`src/hw/priv_pkg.sv`:
```
/*
 * Privilege definitions
 * Encodings of the machine and user modes, the positions of the
 * mstatus fields kept by the controller, and the data and address
 * widths shared across the privilege subsystem.
 */
`default_nettype none

package priv_pkg;

  // Data word and instruction address
  typedef logic [31:0] xlen_t;
  typedef logic [31:0] pc_t;

  // Only U and M are implemented
  // S and N encodings are left out on purpose
  typedef enum logic [1:0] {
    PRIV_U = 2'b00,
    PRIV_M = 2'b11
  } priv_mode_e;

  // mstatus field positions
  localparam int MSTATUS_MIE_POS  = 3;
  localparam int MSTATUS_MPP_POS  = 11;
  localparam int MSTATUS_MPRV_POS = 17;
  localparam int MSTATUS_TW_POS   = 21;

  // MPP is the only multi-bit field
  localparam int MSTATUS_MPP_W = 2;

endpackage

`default_nettype wire

```
`src/hw/insn_pkg.sv`:
```
/*
 * Instruction definitions
 * Exact encodings of the system instructions, the custom opcode
 * mask and match pairs, the CSR addresses, the exception causes
 * and the instruction classes produced by the decoder.
 */
`default_nettype none

package insn_pkg;

  typedef logic [31:0] insn_t;
  typedef logic [31:0] cause_t;
  typedef logic [11:0] csr_addr_t;

  // One class per system instruction of interest
  typedef enum logic [3:0] {
    CLS_NOP,
    CLS_MRET,
    CLS_URET,
    CLS_WFI,
    CLS_EBREAK,
    CLS_ECALL,
    CLS_CUSTOM,
    CLS_CSRW_MSTATUS,
    CLS_CSRW_MSCRATCH
  } insn_class_e;

  // Exact system encodings
  localparam insn_t INSN_MRET   = 32'h3020_0073;
  localparam insn_t INSN_URET   = 32'h0020_0073;
  localparam insn_t INSN_WFI    = 32'h1050_0073;
  localparam insn_t INSN_EBREAK = 32'h0010_0073;
  localparam insn_t INSN_ECALL  = 32'h0000_0073;

  // Custom opcodes, funct6 and funct3 and opcode are compared
  localparam insn_t CUSTOM0_MASK  = 32'hFC00_707F;
  localparam insn_t CUSTOM0_MATCH = 32'h8C00_0073;
  localparam insn_t CUSTOM1_MASK  = 32'hFC00_707F;
  localparam insn_t CUSTOM1_MATCH = 32'hCC00_0073;

  // csrrw fields
  localparam logic [6:0] OPC_SYSTEM = 7'b111_0011;
  localparam logic [2:0] F3_CSRRW   = 3'b001;
  localparam csr_addr_t  CSR_MSTATUS  = 12'h300;
  localparam csr_addr_t  CSR_MSCRATCH = 12'h340;

  // mcause values, bit 31 marks an interrupt
  localparam cause_t CAUSE_ILLEGAL    = 32'd2;
  localparam cause_t CAUSE_BREAKPOINT = 32'd3;
  localparam cause_t CAUSE_ECALL_U    = 32'd8;
  localparam cause_t CAUSE_ECALL_M    = 32'd11;
  localparam cause_t CAUSE_IRQ_EXT    = 32'h8000_000B;

endpackage

`default_nettype wire

```
`src/hw/insn_classify.sv`:
```
/*
 * System instruction decoder
 * Turns one instruction word into a single class. Exact system
 * encodings, the custom opcodes and csrrw to mstatus or mscratch
 * are recognized; every other word is a no-op.
 */
`default_nettype none

module insn_classify (
  input  wire insn_pkg::insn_t      insn,
  output insn_pkg::insn_class_e     insn_class
);

  import insn_pkg::*;

  csr_addr_t csr_addr;
  logic      is_csrrw;
  logic      is_custom;

  // CSR address sits in the immediate field
  assign csr_addr = insn[31:20];
  assign is_csrrw = (insn[6:0] == OPC_SYSTEM) && (insn[14:12] == F3_CSRRW);

  // Either custom pattern
  assign is_custom = ((insn & CUSTOM0_MASK) == CUSTOM0_MATCH) ||
                     ((insn & CUSTOM1_MASK) == CUSTOM1_MATCH);

  always_comb begin
    insn_class = CLS_NOP;
    if (insn == INSN_MRET) begin
      insn_class = CLS_MRET;
    end else if (insn == INSN_URET) begin
      insn_class = CLS_URET;
    end else if (insn == INSN_WFI) begin
      insn_class = CLS_WFI;
    end else if (insn == INSN_EBREAK) begin
      insn_class = CLS_EBREAK;
    end else if (insn == INSN_ECALL) begin
      insn_class = CLS_ECALL;
    end else if (is_custom) begin
      insn_class = CLS_CUSTOM;
    end else if (is_csrrw && (csr_addr == CSR_MSTATUS)) begin
      insn_class = CLS_CSRW_MSTATUS;
    end else if (is_csrrw && (csr_addr == CSR_MSCRATCH)) begin
      insn_class = CLS_CSRW_MSCRATCH;
    end
  end

endmodule

`default_nettype wire

```
`src/hw/priv_ctrl.sv`:
```
/*
 * Privilege controller
 * Holds the mode, mstatus, mepc, mscratch and the PC. Each strobe
 * is checked for legality in the current mode, then traps, mret or
 * CSR writes are applied. The retirement appears on the trace one
 * cycle later, together with a refetch when control flow jumps.
 */
`default_nettype none

module priv_ctrl #(
  parameter priv_pkg::pc_t BOOT_ADDR = 32'h0000_0080,
  parameter priv_pkg::pc_t TRAP_VEC  = 32'h0000_0100
) (
  input  wire                        clk_i,
  input  wire                        rst_ni,
  input  wire                        insn_valid,
  input  wire insn_pkg::insn_t       insn,
  input  wire priv_pkg::xlen_t       insn_wdata,
  input  wire                        irq,
  input  wire insn_pkg::insn_class_e insn_class,
  output logic                       rvfi_valid,
  output priv_pkg::priv_mode_e       rvfi_mode,
  output priv_pkg::pc_t              rvfi_pc,
  output insn_pkg::insn_t            rvfi_insn,
  output logic                       rvfi_trap,
  output logic                       rvfi_intr,
  output insn_pkg::cause_t           rvfi_cause,
  output priv_pkg::xlen_t            rvfi_mstatus_rdata,
  output priv_pkg::xlen_t            rvfi_mstatus_wdata,
  output logic                       rvfi_mscratch_we,
  output logic                       fetch_valid,
  output priv_pkg::pc_t              fetch_addr
);

  import priv_pkg::*;
  import insn_pkg::*;

  // Architectural state
  priv_mode_e mode_q, mode_d;
  xlen_t      mstatus_q, mstatus_d;
  pc_t        mepc_q, mepc_d;
  xlen_t      mscratch_q, mscratch_d;
  pc_t        pc_q, pc_d;

  // Decisions for the instruction at the strobe
  logic                     take_irq;
  logic                     illegal;
  logic                     exc;
  logic                     trap;
  logic                     do_mret;
  logic                     scratch_we;
  cause_t                   cause;
  priv_mode_e               mpp_mode;
  logic [MSTATUS_MPP_W-1:0] wr_mpp;

  // Pending interrupt wins over the instruction
  assign take_irq = irq && mstatus_q[MSTATUS_MIE_POS];
  assign mpp_mode = priv_mode_e'(mstatus_q[MSTATUS_MPP_POS +: MSTATUS_MPP_W]);

  // Legality in the current mode
  always_comb begin
    case (insn_class)
      CLS_URET, CLS_CUSTOM: illegal = 1'b1;
      CLS_MRET, CLS_CSRW_MSTATUS, CLS_CSRW_MSCRATCH: illegal = (mode_q == PRIV_U);
      CLS_WFI: illegal = (mode_q == PRIV_U) && mstatus_q[MSTATUS_TW_POS];
      default: illegal = 1'b0;
    endcase
  end

  // Synchronous exceptions only when not interrupted
  assign exc = !take_irq && (illegal || (insn_class inside {CLS_EBREAK, CLS_ECALL}));
  assign trap = take_irq || exc;
  assign do_mret = !trap && (insn_class == CLS_MRET);
  assign scratch_we = !trap && (insn_class == CLS_CSRW_MSCRATCH);

  // Cause priority: interrupt, illegal, breakpoint, ecall
  always_comb begin
    if (take_irq) begin
      cause = CAUSE_IRQ_EXT;
    end else if (!exc) begin
      cause = '0;
    end else if (illegal) begin
      cause = CAUSE_ILLEGAL;
    end else if (insn_class == CLS_EBREAK) begin
      cause = CAUSE_BREAKPOINT;
    end else if (mode_q == PRIV_U) begin
      cause = CAUSE_ECALL_U;
    end else begin
      cause = CAUSE_ECALL_M;
    end
  end

  // Next state
  always_comb begin
    mode_d     = mode_q;
    mstatus_d  = mstatus_q;
    mepc_d     = mepc_q;
    mscratch_d = mscratch_q;
    pc_d       = pc_q + 32'd4;
    wr_mpp     = insn_wdata[MSTATUS_MPP_POS +: MSTATUS_MPP_W];
    if (trap) begin
      // Save context and enter the handler in M
      mepc_d = pc_q;
      mstatus_d[MSTATUS_MPP_POS +: MSTATUS_MPP_W] = mode_q;
      mstatus_d[MSTATUS_MIE_POS] = 1'b0;
      mode_d = PRIV_M;
      pc_d   = TRAP_VEC;
    end else if (do_mret) begin
      mode_d = mpp_mode;
      mstatus_d[MSTATUS_MPP_POS +: MSTATUS_MPP_W] = PRIV_U;
      // Returning to U drops MPRV
      if (mpp_mode == PRIV_U) begin
        mstatus_d[MSTATUS_MPRV_POS] = 1'b0;
      end
      pc_d = mepc_q;
    end else if (insn_class == CLS_CSRW_MSTATUS) begin
      mstatus_d[MSTATUS_MIE_POS]  = insn_wdata[MSTATUS_MIE_POS];
      mstatus_d[MSTATUS_MPRV_POS] = insn_wdata[MSTATUS_MPRV_POS];
      mstatus_d[MSTATUS_TW_POS]   = insn_wdata[MSTATUS_TW_POS];
      // WARL, unimplemented modes keep the old MPP
      if (wr_mpp inside {PRIV_U, PRIV_M}) begin
        mstatus_d[MSTATUS_MPP_POS +: MSTATUS_MPP_W] = wr_mpp;
      end
    end else if (scratch_we) begin
      mscratch_d = insn_wdata;
    end
  end

  // State and trace strobes
  always_ff @(posedge clk_i) begin
    if (!rst_ni) begin
      mode_q      <= PRIV_M;
      mstatus_q   <= '0;
      mepc_q      <= '0;
      mscratch_q  <= '0;
      pc_q        <= BOOT_ADDR;
      rvfi_valid  <= 1'b0;
      fetch_valid <= 1'b0;
    end else begin
      rvfi_valid  <= insn_valid;
      fetch_valid <= insn_valid && (trap || do_mret);
      if (insn_valid) begin
        mode_q     <= mode_d;
        mstatus_q  <= mstatus_d;
        mepc_q     <= mepc_d;
        mscratch_q <= mscratch_d;
        pc_q       <= pc_d;
      end
    end
  end

  // Trace payload, only meaningful with rvfi_valid
  always_ff @(posedge clk_i) begin
    if (insn_valid) begin
      rvfi_mode          <= mode_q;
      rvfi_pc            <= pc_q;
      rvfi_insn          <= insn;
      rvfi_trap          <= exc;
      rvfi_intr          <= take_irq;
      rvfi_cause         <= cause;
      rvfi_mstatus_rdata <= mstatus_q;
      rvfi_mstatus_wdata <= mstatus_d;
      rvfi_mscratch_we   <= scratch_we;
      fetch_addr         <= pc_d;
    end
  end
endmodule

`default_nettype wire

```
`src/hw/umode_check.sv`:
```
/*
 * User-mode checker
 * Watches the retirement trace and the refetch port. Each user-mode
 * property is a concurrent assertion, and the same conditions feed
 * a saturating violation counter visible at the top level.
 */
`default_nettype none

module umode_check #(
  parameter int CNT_W = 8
) (
  input  wire                       clk_i,
  input  wire                       rst_ni,
  input  wire                       rvfi_valid,
  input  wire priv_pkg::priv_mode_e rvfi_mode,
  input  wire priv_pkg::pc_t        rvfi_pc,
  input  wire insn_pkg::insn_t      rvfi_insn,
  input  wire                       rvfi_trap,
  input  wire                       rvfi_intr,
  input  wire insn_pkg::cause_t     rvfi_cause,
  input  wire priv_pkg::xlen_t      rvfi_mstatus_rdata,
  input  wire priv_pkg::xlen_t      rvfi_mstatus_wdata,
  input  wire                       rvfi_mscratch_we,
  input  wire                       fetch_valid,
  input  wire priv_pkg::pc_t        fetch_addr,
  output logic [CNT_W-1:0]          violation_count
);

  import priv_pkg::*;
  import insn_pkg::*;

  // Fields of the retired instruction
  logic [MSTATUS_MPP_W-1:0] pre_mpp;
  logic [MSTATUS_MPP_W-1:0] post_mpp;
  logic                     is_custom;
  logic                     mret_done;
  logic                     illegal_expected;
  logic                     illegal_trapped;

  // Fetch window since the last retirement
  logic fetched_q;
  pc_t  first_fetch_q;

  // Retirement history
  logic       seen_q;
  logic       trap_pend_q;
  priv_mode_e last_mode_q;

  logic viol_mode;
  logic viol_first;
  logic viol_trap_m;
  logic viol_scratch;
  logic viol_mret_mpp;
  logic viol_mret_mprv;
  logic viol_illegal;
  logic viol_refetch;
  logic violation;

  assign pre_mpp  = rvfi_mstatus_rdata[MSTATUS_MPP_POS +: MSTATUS_MPP_W];
  assign post_mpp = rvfi_mstatus_wdata[MSTATUS_MPP_POS +: MSTATUS_MPP_W];
  assign is_custom = ((rvfi_insn & CUSTOM0_MASK) == CUSTOM0_MATCH) ||
                     ((rvfi_insn & CUSTOM1_MASK) == CUSTOM1_MATCH);

  // mret that actually executed
  assign mret_done = rvfi_valid && (rvfi_insn == INSN_MRET) && !rvfi_trap && !rvfi_intr;

  // Interrupted instructions never execute, so no illegal trap is owed
  assign illegal_expected = rvfi_valid && !rvfi_intr &&
    (((rvfi_mode == PRIV_U) && (rvfi_insn == INSN_WFI) &&
      rvfi_mstatus_rdata[MSTATUS_TW_POS]) ||
     (rvfi_insn == INSN_URET) || is_custom);
  assign illegal_trapped = rvfi_trap && (rvfi_cause == CAUSE_ILLEGAL);

  // Retirement opens a new window, a fetch in the same cycle belongs to it
  always_ff @(posedge clk_i) begin
    if (!rst_ni) begin
      fetched_q <= 1'b0;
    end else if (fetch_valid) begin
      fetched_q <= 1'b1;
    end else if (rvfi_valid) begin
      fetched_q <= 1'b0;
    end
  end

  // Address of the first fetch in the window
  always_ff @(posedge clk_i) begin
    if (fetch_valid && (rvfi_valid || !fetched_q)) begin
      first_fetch_q <= fetch_addr;
    end
  end

  always_ff @(posedge clk_i) begin
    if (!rst_ni) begin
      seen_q      <= 1'b0;
      trap_pend_q <= 1'b0;
      last_mode_q <= PRIV_M;
    end else if (rvfi_valid) begin
      seen_q      <= 1'b1;
      trap_pend_q <= rvfi_trap || rvfi_intr;
      last_mode_q <= rvfi_mode;
    end
  end

  // Same conditions as the properties below
  assign viol_mode      = rvfi_valid && !(rvfi_mode inside {PRIV_U, PRIV_M});
  assign viol_first     = rvfi_valid && !seen_q && (rvfi_mode != PRIV_M);
  assign viol_trap_m    = rvfi_valid && trap_pend_q && (rvfi_mode != PRIV_M);
  assign viol_scratch   = rvfi_valid && (rvfi_mode == PRIV_U) && rvfi_mscratch_we;
  assign viol_mret_mpp  = mret_done && (post_mpp != PRIV_U);
  assign viol_mret_mprv = mret_done && (pre_mpp == PRIV_U) &&
                          rvfi_mstatus_wdata[MSTATUS_MPRV_POS];
  assign viol_illegal   = illegal_expected && !illegal_trapped;
  assign viol_refetch   = rvfi_valid && seen_q && (rvfi_mode != last_mode_q) &&
                          !(fetched_q && (first_fetch_q == rvfi_pc));

  assign violation = viol_mode || viol_first || viol_trap_m || viol_scratch ||
                     viol_mret_mpp || viol_mret_mprv || viol_illegal || viol_refetch;

  // Saturating count, one step per offending retirement
  always_ff @(posedge clk_i) begin
    if (!rst_ni) begin
      violation_count <= '0;
    end else if (violation && (violation_count != {CNT_W{1'b1}})) begin
      violation_count <= violation_count + 1'b1;
    end
  end
endmodule

`default_nettype wire

```
`src/hw/priv_top.sv`:
```
/*
 * Privilege subsystem top level
 * Decoder, privilege controller and user-mode checker, with the
 * boot address, trap vector and counter width passed down.
 */
`default_nettype none

module priv_top #(
  parameter priv_pkg::pc_t BOOT_ADDR = 32'h0000_0080,
  parameter priv_pkg::pc_t TRAP_VEC  = 32'h0000_0100,
  parameter int            CNT_W     = 8
) (
  input  wire                   clk_i,
  input  wire                   rst_ni,
  input  wire                   insn_valid,
  input  wire insn_pkg::insn_t  insn,
  input  wire priv_pkg::xlen_t  insn_wdata,
  input  wire                   irq,
  output logic                  rvfi_valid,
  output priv_pkg::priv_mode_e  rvfi_mode,
  output priv_pkg::pc_t         rvfi_pc,
  output insn_pkg::insn_t       rvfi_insn,
  output logic                  rvfi_trap,
  output logic                  rvfi_intr,
  output insn_pkg::cause_t      rvfi_cause,
  output priv_pkg::xlen_t       rvfi_mstatus_rdata,
  output priv_pkg::xlen_t       rvfi_mstatus_wdata,
  output logic                  rvfi_mscratch_we,
  output logic                  fetch_valid,
  output priv_pkg::pc_t         fetch_addr,
  output logic [CNT_W-1:0]      violation_count
);

  import insn_pkg::*;

  // Decoded class of the strobed instruction
  insn_class_e insn_class;

  insn_classify u_insn_classify (
    .insn       (insn),
    .insn_class (insn_class)
  );

  priv_ctrl #(
    .BOOT_ADDR (BOOT_ADDR),
    .TRAP_VEC  (TRAP_VEC)
  ) u_priv_ctrl (
    .clk_i              (clk_i),
    .rst_ni             (rst_ni),
    .insn_valid         (insn_valid),
    .insn               (insn),
    .insn_wdata         (insn_wdata),
    .irq                (irq),
    .insn_class         (insn_class),
    .rvfi_valid         (rvfi_valid),
    .rvfi_mode          (rvfi_mode),
    .rvfi_pc            (rvfi_pc),
    .rvfi_insn          (rvfi_insn),
    .rvfi_trap          (rvfi_trap),
    .rvfi_intr          (rvfi_intr),
    .rvfi_cause         (rvfi_cause),
    .rvfi_mstatus_rdata (rvfi_mstatus_rdata),
    .rvfi_mstatus_wdata (rvfi_mstatus_wdata),
    .rvfi_mscratch_we   (rvfi_mscratch_we),
    .fetch_valid        (fetch_valid),
    .fetch_addr         (fetch_addr)
  );

  // Checker sees exactly what leaves the controller
  umode_check #(
    .CNT_W (CNT_W)
  ) u_umode_check (
    .clk_i              (clk_i),
    .rst_ni             (rst_ni),
    .rvfi_valid         (rvfi_valid),
    .rvfi_mode          (rvfi_mode),
    .rvfi_pc            (rvfi_pc),
    .rvfi_insn          (rvfi_insn),
    .rvfi_trap          (rvfi_trap),
    .rvfi_intr          (rvfi_intr),
    .rvfi_cause         (rvfi_cause),
    .rvfi_mstatus_rdata (rvfi_mstatus_rdata),
    .rvfi_mstatus_wdata (rvfi_mstatus_wdata),
    .rvfi_mscratch_we   (rvfi_mscratch_we),
    .fetch_valid        (fetch_valid),
    .fetch_addr         (fetch_addr),
    .violation_count    (violation_count)
  );

endmodule

`default_nettype wire

```
`config.mk`:
```
export PLATFORM = sky130hd
export DESIGN_NAME = priv_top
export DESIGN_NICKNAME = d
export VERILOG_FILES = /design/src/hw/priv_pkg.sv /design/src/hw/insn_pkg.sv /design/src/hw/insn_classify.sv /design/src/hw/priv_ctrl.sv /design/src/hw/umode_check.sv /design/src/hw/priv_top.sv
export SDC_FILE = /design/constraint.sdc
export NUM_CORES = 1
export LEC_CHECK = 0
export BUFFER_PORTS_ARGS = -buffer_cell sky130_fd_sc_hd__buf_2
export CAP_MARGIN = 15
export CORE_ASPECT_RATIO = 1.75
export CORE_MARGIN = 10
export CORE_UTILIZATION = 53
export DETAILED_ROUTE_END_ITERATION = 8
export PLACE_DENSITY = 0.8
export RECOVER_POWER = 100
export SYNTH_ARGS = -nofsm -noshare
export SYNTH_HDL_FRONTEND = slang
export SYNTH_SLANG_ARGS = --single-unit
```
`constraint.sdc`:
```
create_clock -name clk_i -period 4.2 [get_ports clk_i]
set_input_delay 0.21 -clock clk_i [delete_from_list [all_inputs] [get_ports clk_i]]
set_output_delay 0.21 -clock clk_i [all_outputs]
set_load 0.03 [all_outputs]
```
==> summary.txt <==
Clock power frac - 37.6%
clk_lat worst skew - 0.49 ns
Largest stage delay, worst path - 0.71 ns
RR Startpoint - u_priv_ctrl.rvfi_valid$_SDFF_PN0_
Setup TNS - 0 ns
RSZ-0062 raised after global routing - no
IO Port Bufs - 165
Hold Vio Cnt, Final - 0
area leader, netlist - edfxtp_1
PD cells - 394 nW/um^2
Layout Utilization - 61.2%
crit path DAT - 3.81 ns
status - finished with violations
adder-cell share of the synthesized area - 0.474%
f_max - 0.280 GHz
io pins - 275
Seq pwr share - 53.5%
antenna violations before repair - 0
Clk pin slew, worst setup/hold paths - 0.07 ns
Post-Route WL - 30200 um
Vias - 8163
clk_skew - 0.0111 ns
die width - 127 um
final period utilization - 85.0%
CTS Root Cell - clkbuf_16
crit end category - flop
Comb power frac - 8.9%
Cell Area, Placed - 11400 sq um
Synth Area per Inst - 10.9 sq um
CP required - 4.44 ns
top post-synthesis cells by area - edfxtp_1 (42%), dfxtp_1 (16%), buf_4 (5.9%), nand2_1 (4.7%), xnor2_1 (3.7%)
Final ANT Viol Nets - 0
average wire per standard cell - 21.2 um
hold_ws - 0.108 ns
CP Max Fanout - 6
drt first pass iters - 5
fraction of registers with async set/reset - 0%
Iter 0 DRT Violations - 673
final critical-path required period - 3.57 ns
Simple-Gate Fraction of Synth Area - 16.6%
sequential fraction of the synthesis area - 58.1%
largest net degree at the start of global routing - 63
htree depth - 1
vias in the first global route - 8189
die area - 26200 sq um
failing checks - max-capacitance violations, max-slew violations
drt via density - 5.74
Net Sw Frac - 24.8%
crit-path cells - dlygate4sd3_1 > clkbuf_1 > nor4b_1 > or4b_1 > or2_2 > nor2_1 > o21ai_0 > and2_0
Resize count post-CTS - 0
compound-cell area share of the yosys netlist - 11.1%
post-DP HPWL - 21800 um
Inserted Clock Buffers - 20
n_diodes - 0
die height - 207 um
final RePlAce weighted congestion - 0.855
gr ovfl total - 0
CP Class - input pin to flop
# rows - 68
cell area after layout - 12000 sq um
share of layout cells above drive strength 1 - 6.21%
mux share of post-synthesis cell area - 0.664%
Crit. Startpoint - insn[2]
Switching Power - 1170 uW
Core Box Area - 19700 sq um
DRC violations left - 0
fin. max-slew vios - 194
Synth top area share - 41.8%
Max-cap violations - 5
CTS tree - done
Leak - 0.00426 uW
HP Class - input pin to flop
global-route wire length before repair - 45800 um
internal power - 3570 uW
starting density of the core - 53.7%
Seq cells post-synth - 233
number of flops mapped to enable cells by yosys - 147
main combinational cell family by area after synthesis - simple AND/OR/NAND/NOR gates
Tot GR Track Use - 21.9%
Clock Path Buffers - 3
slowest CP cell - nor4b_1
TritonCTS Sinks - 233
Startpoint Class - input pin
Main synth FF type - edfxtp_1
Netlist cell types - 71
hold wc startpoint - insn[22]
Post-Syn Area - 10600 sq um
final setup fails - 0
warnings from Yosys - 0
Final #Nets - 1234
Worst VDD drop - 0.334 mV
Area growth syn-to-layout - 13.9%
Post-Synth XOR/XNOR Area - 5.14%
Mapped Cells - 973
Worst Max-Slew Pin Slew - 2.20 ns
Worst slew margin - -46.7%
-- final timing paths --
check | endpoint | slack [ns] | depth (start not counted)
setup / recovery | u_priv_ctrl.fetch_addr[31]$_DFFE_PP_ | 0.63 | 8
hold / removal | u_priv_ctrl.rvfi_insn[22]$_DFFE_PP_ | 0.11 | 1
hold reg to reg | u_umode_check.first_fetch_q[2]$_DFFE_PP_ | 0.45 | 0
setup reg to reg | u_umode_check.first_fetch_q[24]$_DFFE_PP_ | 1.29 | 3
-- final cells by class --
type                    instances  area, sq um
fillers                      1663         7630
flip-flops and latches        233         6140
multi-input cells             685         3900
repair buffers                208         1000
clock buffers                  32          607
well taps                     245          307
inverters                      14         52.6
clock inverters                 4         23.8
-- power by group through the flow --
| stage | registers (uW) | clock network, uW | logic, uW |
|---|---|---|---|
| 5_1_grt | 2540 | 1890 | 447 |
| 4_1_cts | 2530 | 1810 | 441 |
| 2_1_floorplan | 2690 | 0 | 216 |
| 3_5_place_dp | 2580 | 0 | 418 |
| 3_3_place_gp | 2580 | 0 | 413 |
| 6_report | 2540 | 1780 | 423 |
-- sequential cells by signal, indices dropped and copies added, names as in the netlist --
signal,count
u_priv_ctrl.fetch_valid,1
u_priv_ctrl.rvfi_insn,32
u_umode_check.first_fetch_q,32
u_priv_ctrl.fetch_addr,32
u_umode_check.violation_count,8
u_priv_ctrl.rvfi_mstatus_rdata,5
u_priv_ctrl.rvfi_trap,1
u_priv_ctrl.rvfi_mscratch_we,1
u_priv_ctrl.mode_q,2
u_umode_check.seen_q,1
u_umode_check.trap_pend_q,1
u_umode_check.last_mode_q,2
u_priv_ctrl.rvfi_mstatus_wdata,5
u_priv_ctrl.rvfi_mode,2
u_priv_ctrl.mstatus_q,5
u_priv_ctrl.rvfi_pc,32
u_umode_check.fetched_q,1
u_priv_ctrl.pc_q,32
u_priv_ctrl.mepc_q,32
u_priv_ctrl.rvfi_valid,1
u_priv_ctrl.rvfi_intr,1
u_priv_ctrl.rvfi_cause,4
-- layout by cell type, fill, tap and decap left out, types with 21 or more instances in the layout --
master	netlist	final
a21oi_1	60	60
dfxtp_1	86	86
xnor2_1	45	45
clkbuf_1	27	167
nand3_1	29	29
nor3_1	23	22
dlygate4sd3_1	0	28
nand4_1	25	25
clkbuf_16	0	21
conb_1	1	82
nor2_1	59	58
o21ai_0	48	53
nand2_1	131	131
edfxtp_1	147	147
-- kinds of logic (layout without fill, tap and decap cells) --
family | Yosys count | after routing
AO/OA/AOI/OAI | 182 | 182
XOR/XNOR | 62 | 62
adder cells (fa/ha/maj) | 4 | 4
buffers and inverters | 136 | 258
flip-flops | 233 | 233
multiplexers | 7 | 7
other | 1 | 82
AND/OR/NAND/NOR | 348 | 348
-- through the flow --
stage | worst slack (ns) | std cells | power (uW)
final | 0.631 | 1421 | 4740
after global routing | 0.385 | 1421 | 4880
after CTS | 0.889 | 1421 | 4780
after detailed placement | 0.916 | 1357 | 3000
after global placement | 1.07 | 1357 | 2990
after floorplan | 0.521 | 1054 | 2900
-- synth_stat cells (3+ instances only) --
library cell,instances
a211oi_1,10
a21oi_1,60
a22o_1,9
a2bb2oi_1,5
a31o_2,3
a31oi_1,8
and2_1,3
and3_1,9
and4_1,7
buf_2,12
buf_4,83
clkbuf_1,27
clkinv_1,3
dfxtp_1,86
edfxtp_1,147
ha_1,4
inv_1,11
mux2i_1,7
nand2_1,131
nand2b_1,5
nand3_1,29
nand4_1,25
nand4b_1,3
nor2_1,59
nor2b_1,6
nor3_1,23
nor4_1,14
o211ai_1,3
o21ai_0,48
o21ai_1,5
o22ai_1,5
or2_2,4
or3_1,7
or4_1,3
xnor2_1,45
xor2_1,17
-- worst max-delay path, delay by kind of cell --
family	cells	cell delay [ns]
AND/OR/NAND/NOR	5	2.68
buffers and inverters	2	0.66
AO/OA/AOI/OAI	1	0.26
-- per-layer routing --
| metal | routed length [um] | share of wire (%) | GRT usage (%) |
|---|---|---|---|
| met5 | 0 | 0 | 0 |
| met4 | 1480 | 4.9 | 12.3 |
| met3 | 2590 | 8.6 | 5.14 |
| met2 | 16600 | 55 | 42.1 |
| met1 | 9490 | 31 | 20.6 |
-- timing repair --
item | 4_1_cts | 5_1_grt
hold buffers | 28 | 0
setup buffers | 0 | 0
endpoints found under the hold margin | 28 | 0
Power figures use the tool's default switching activity.
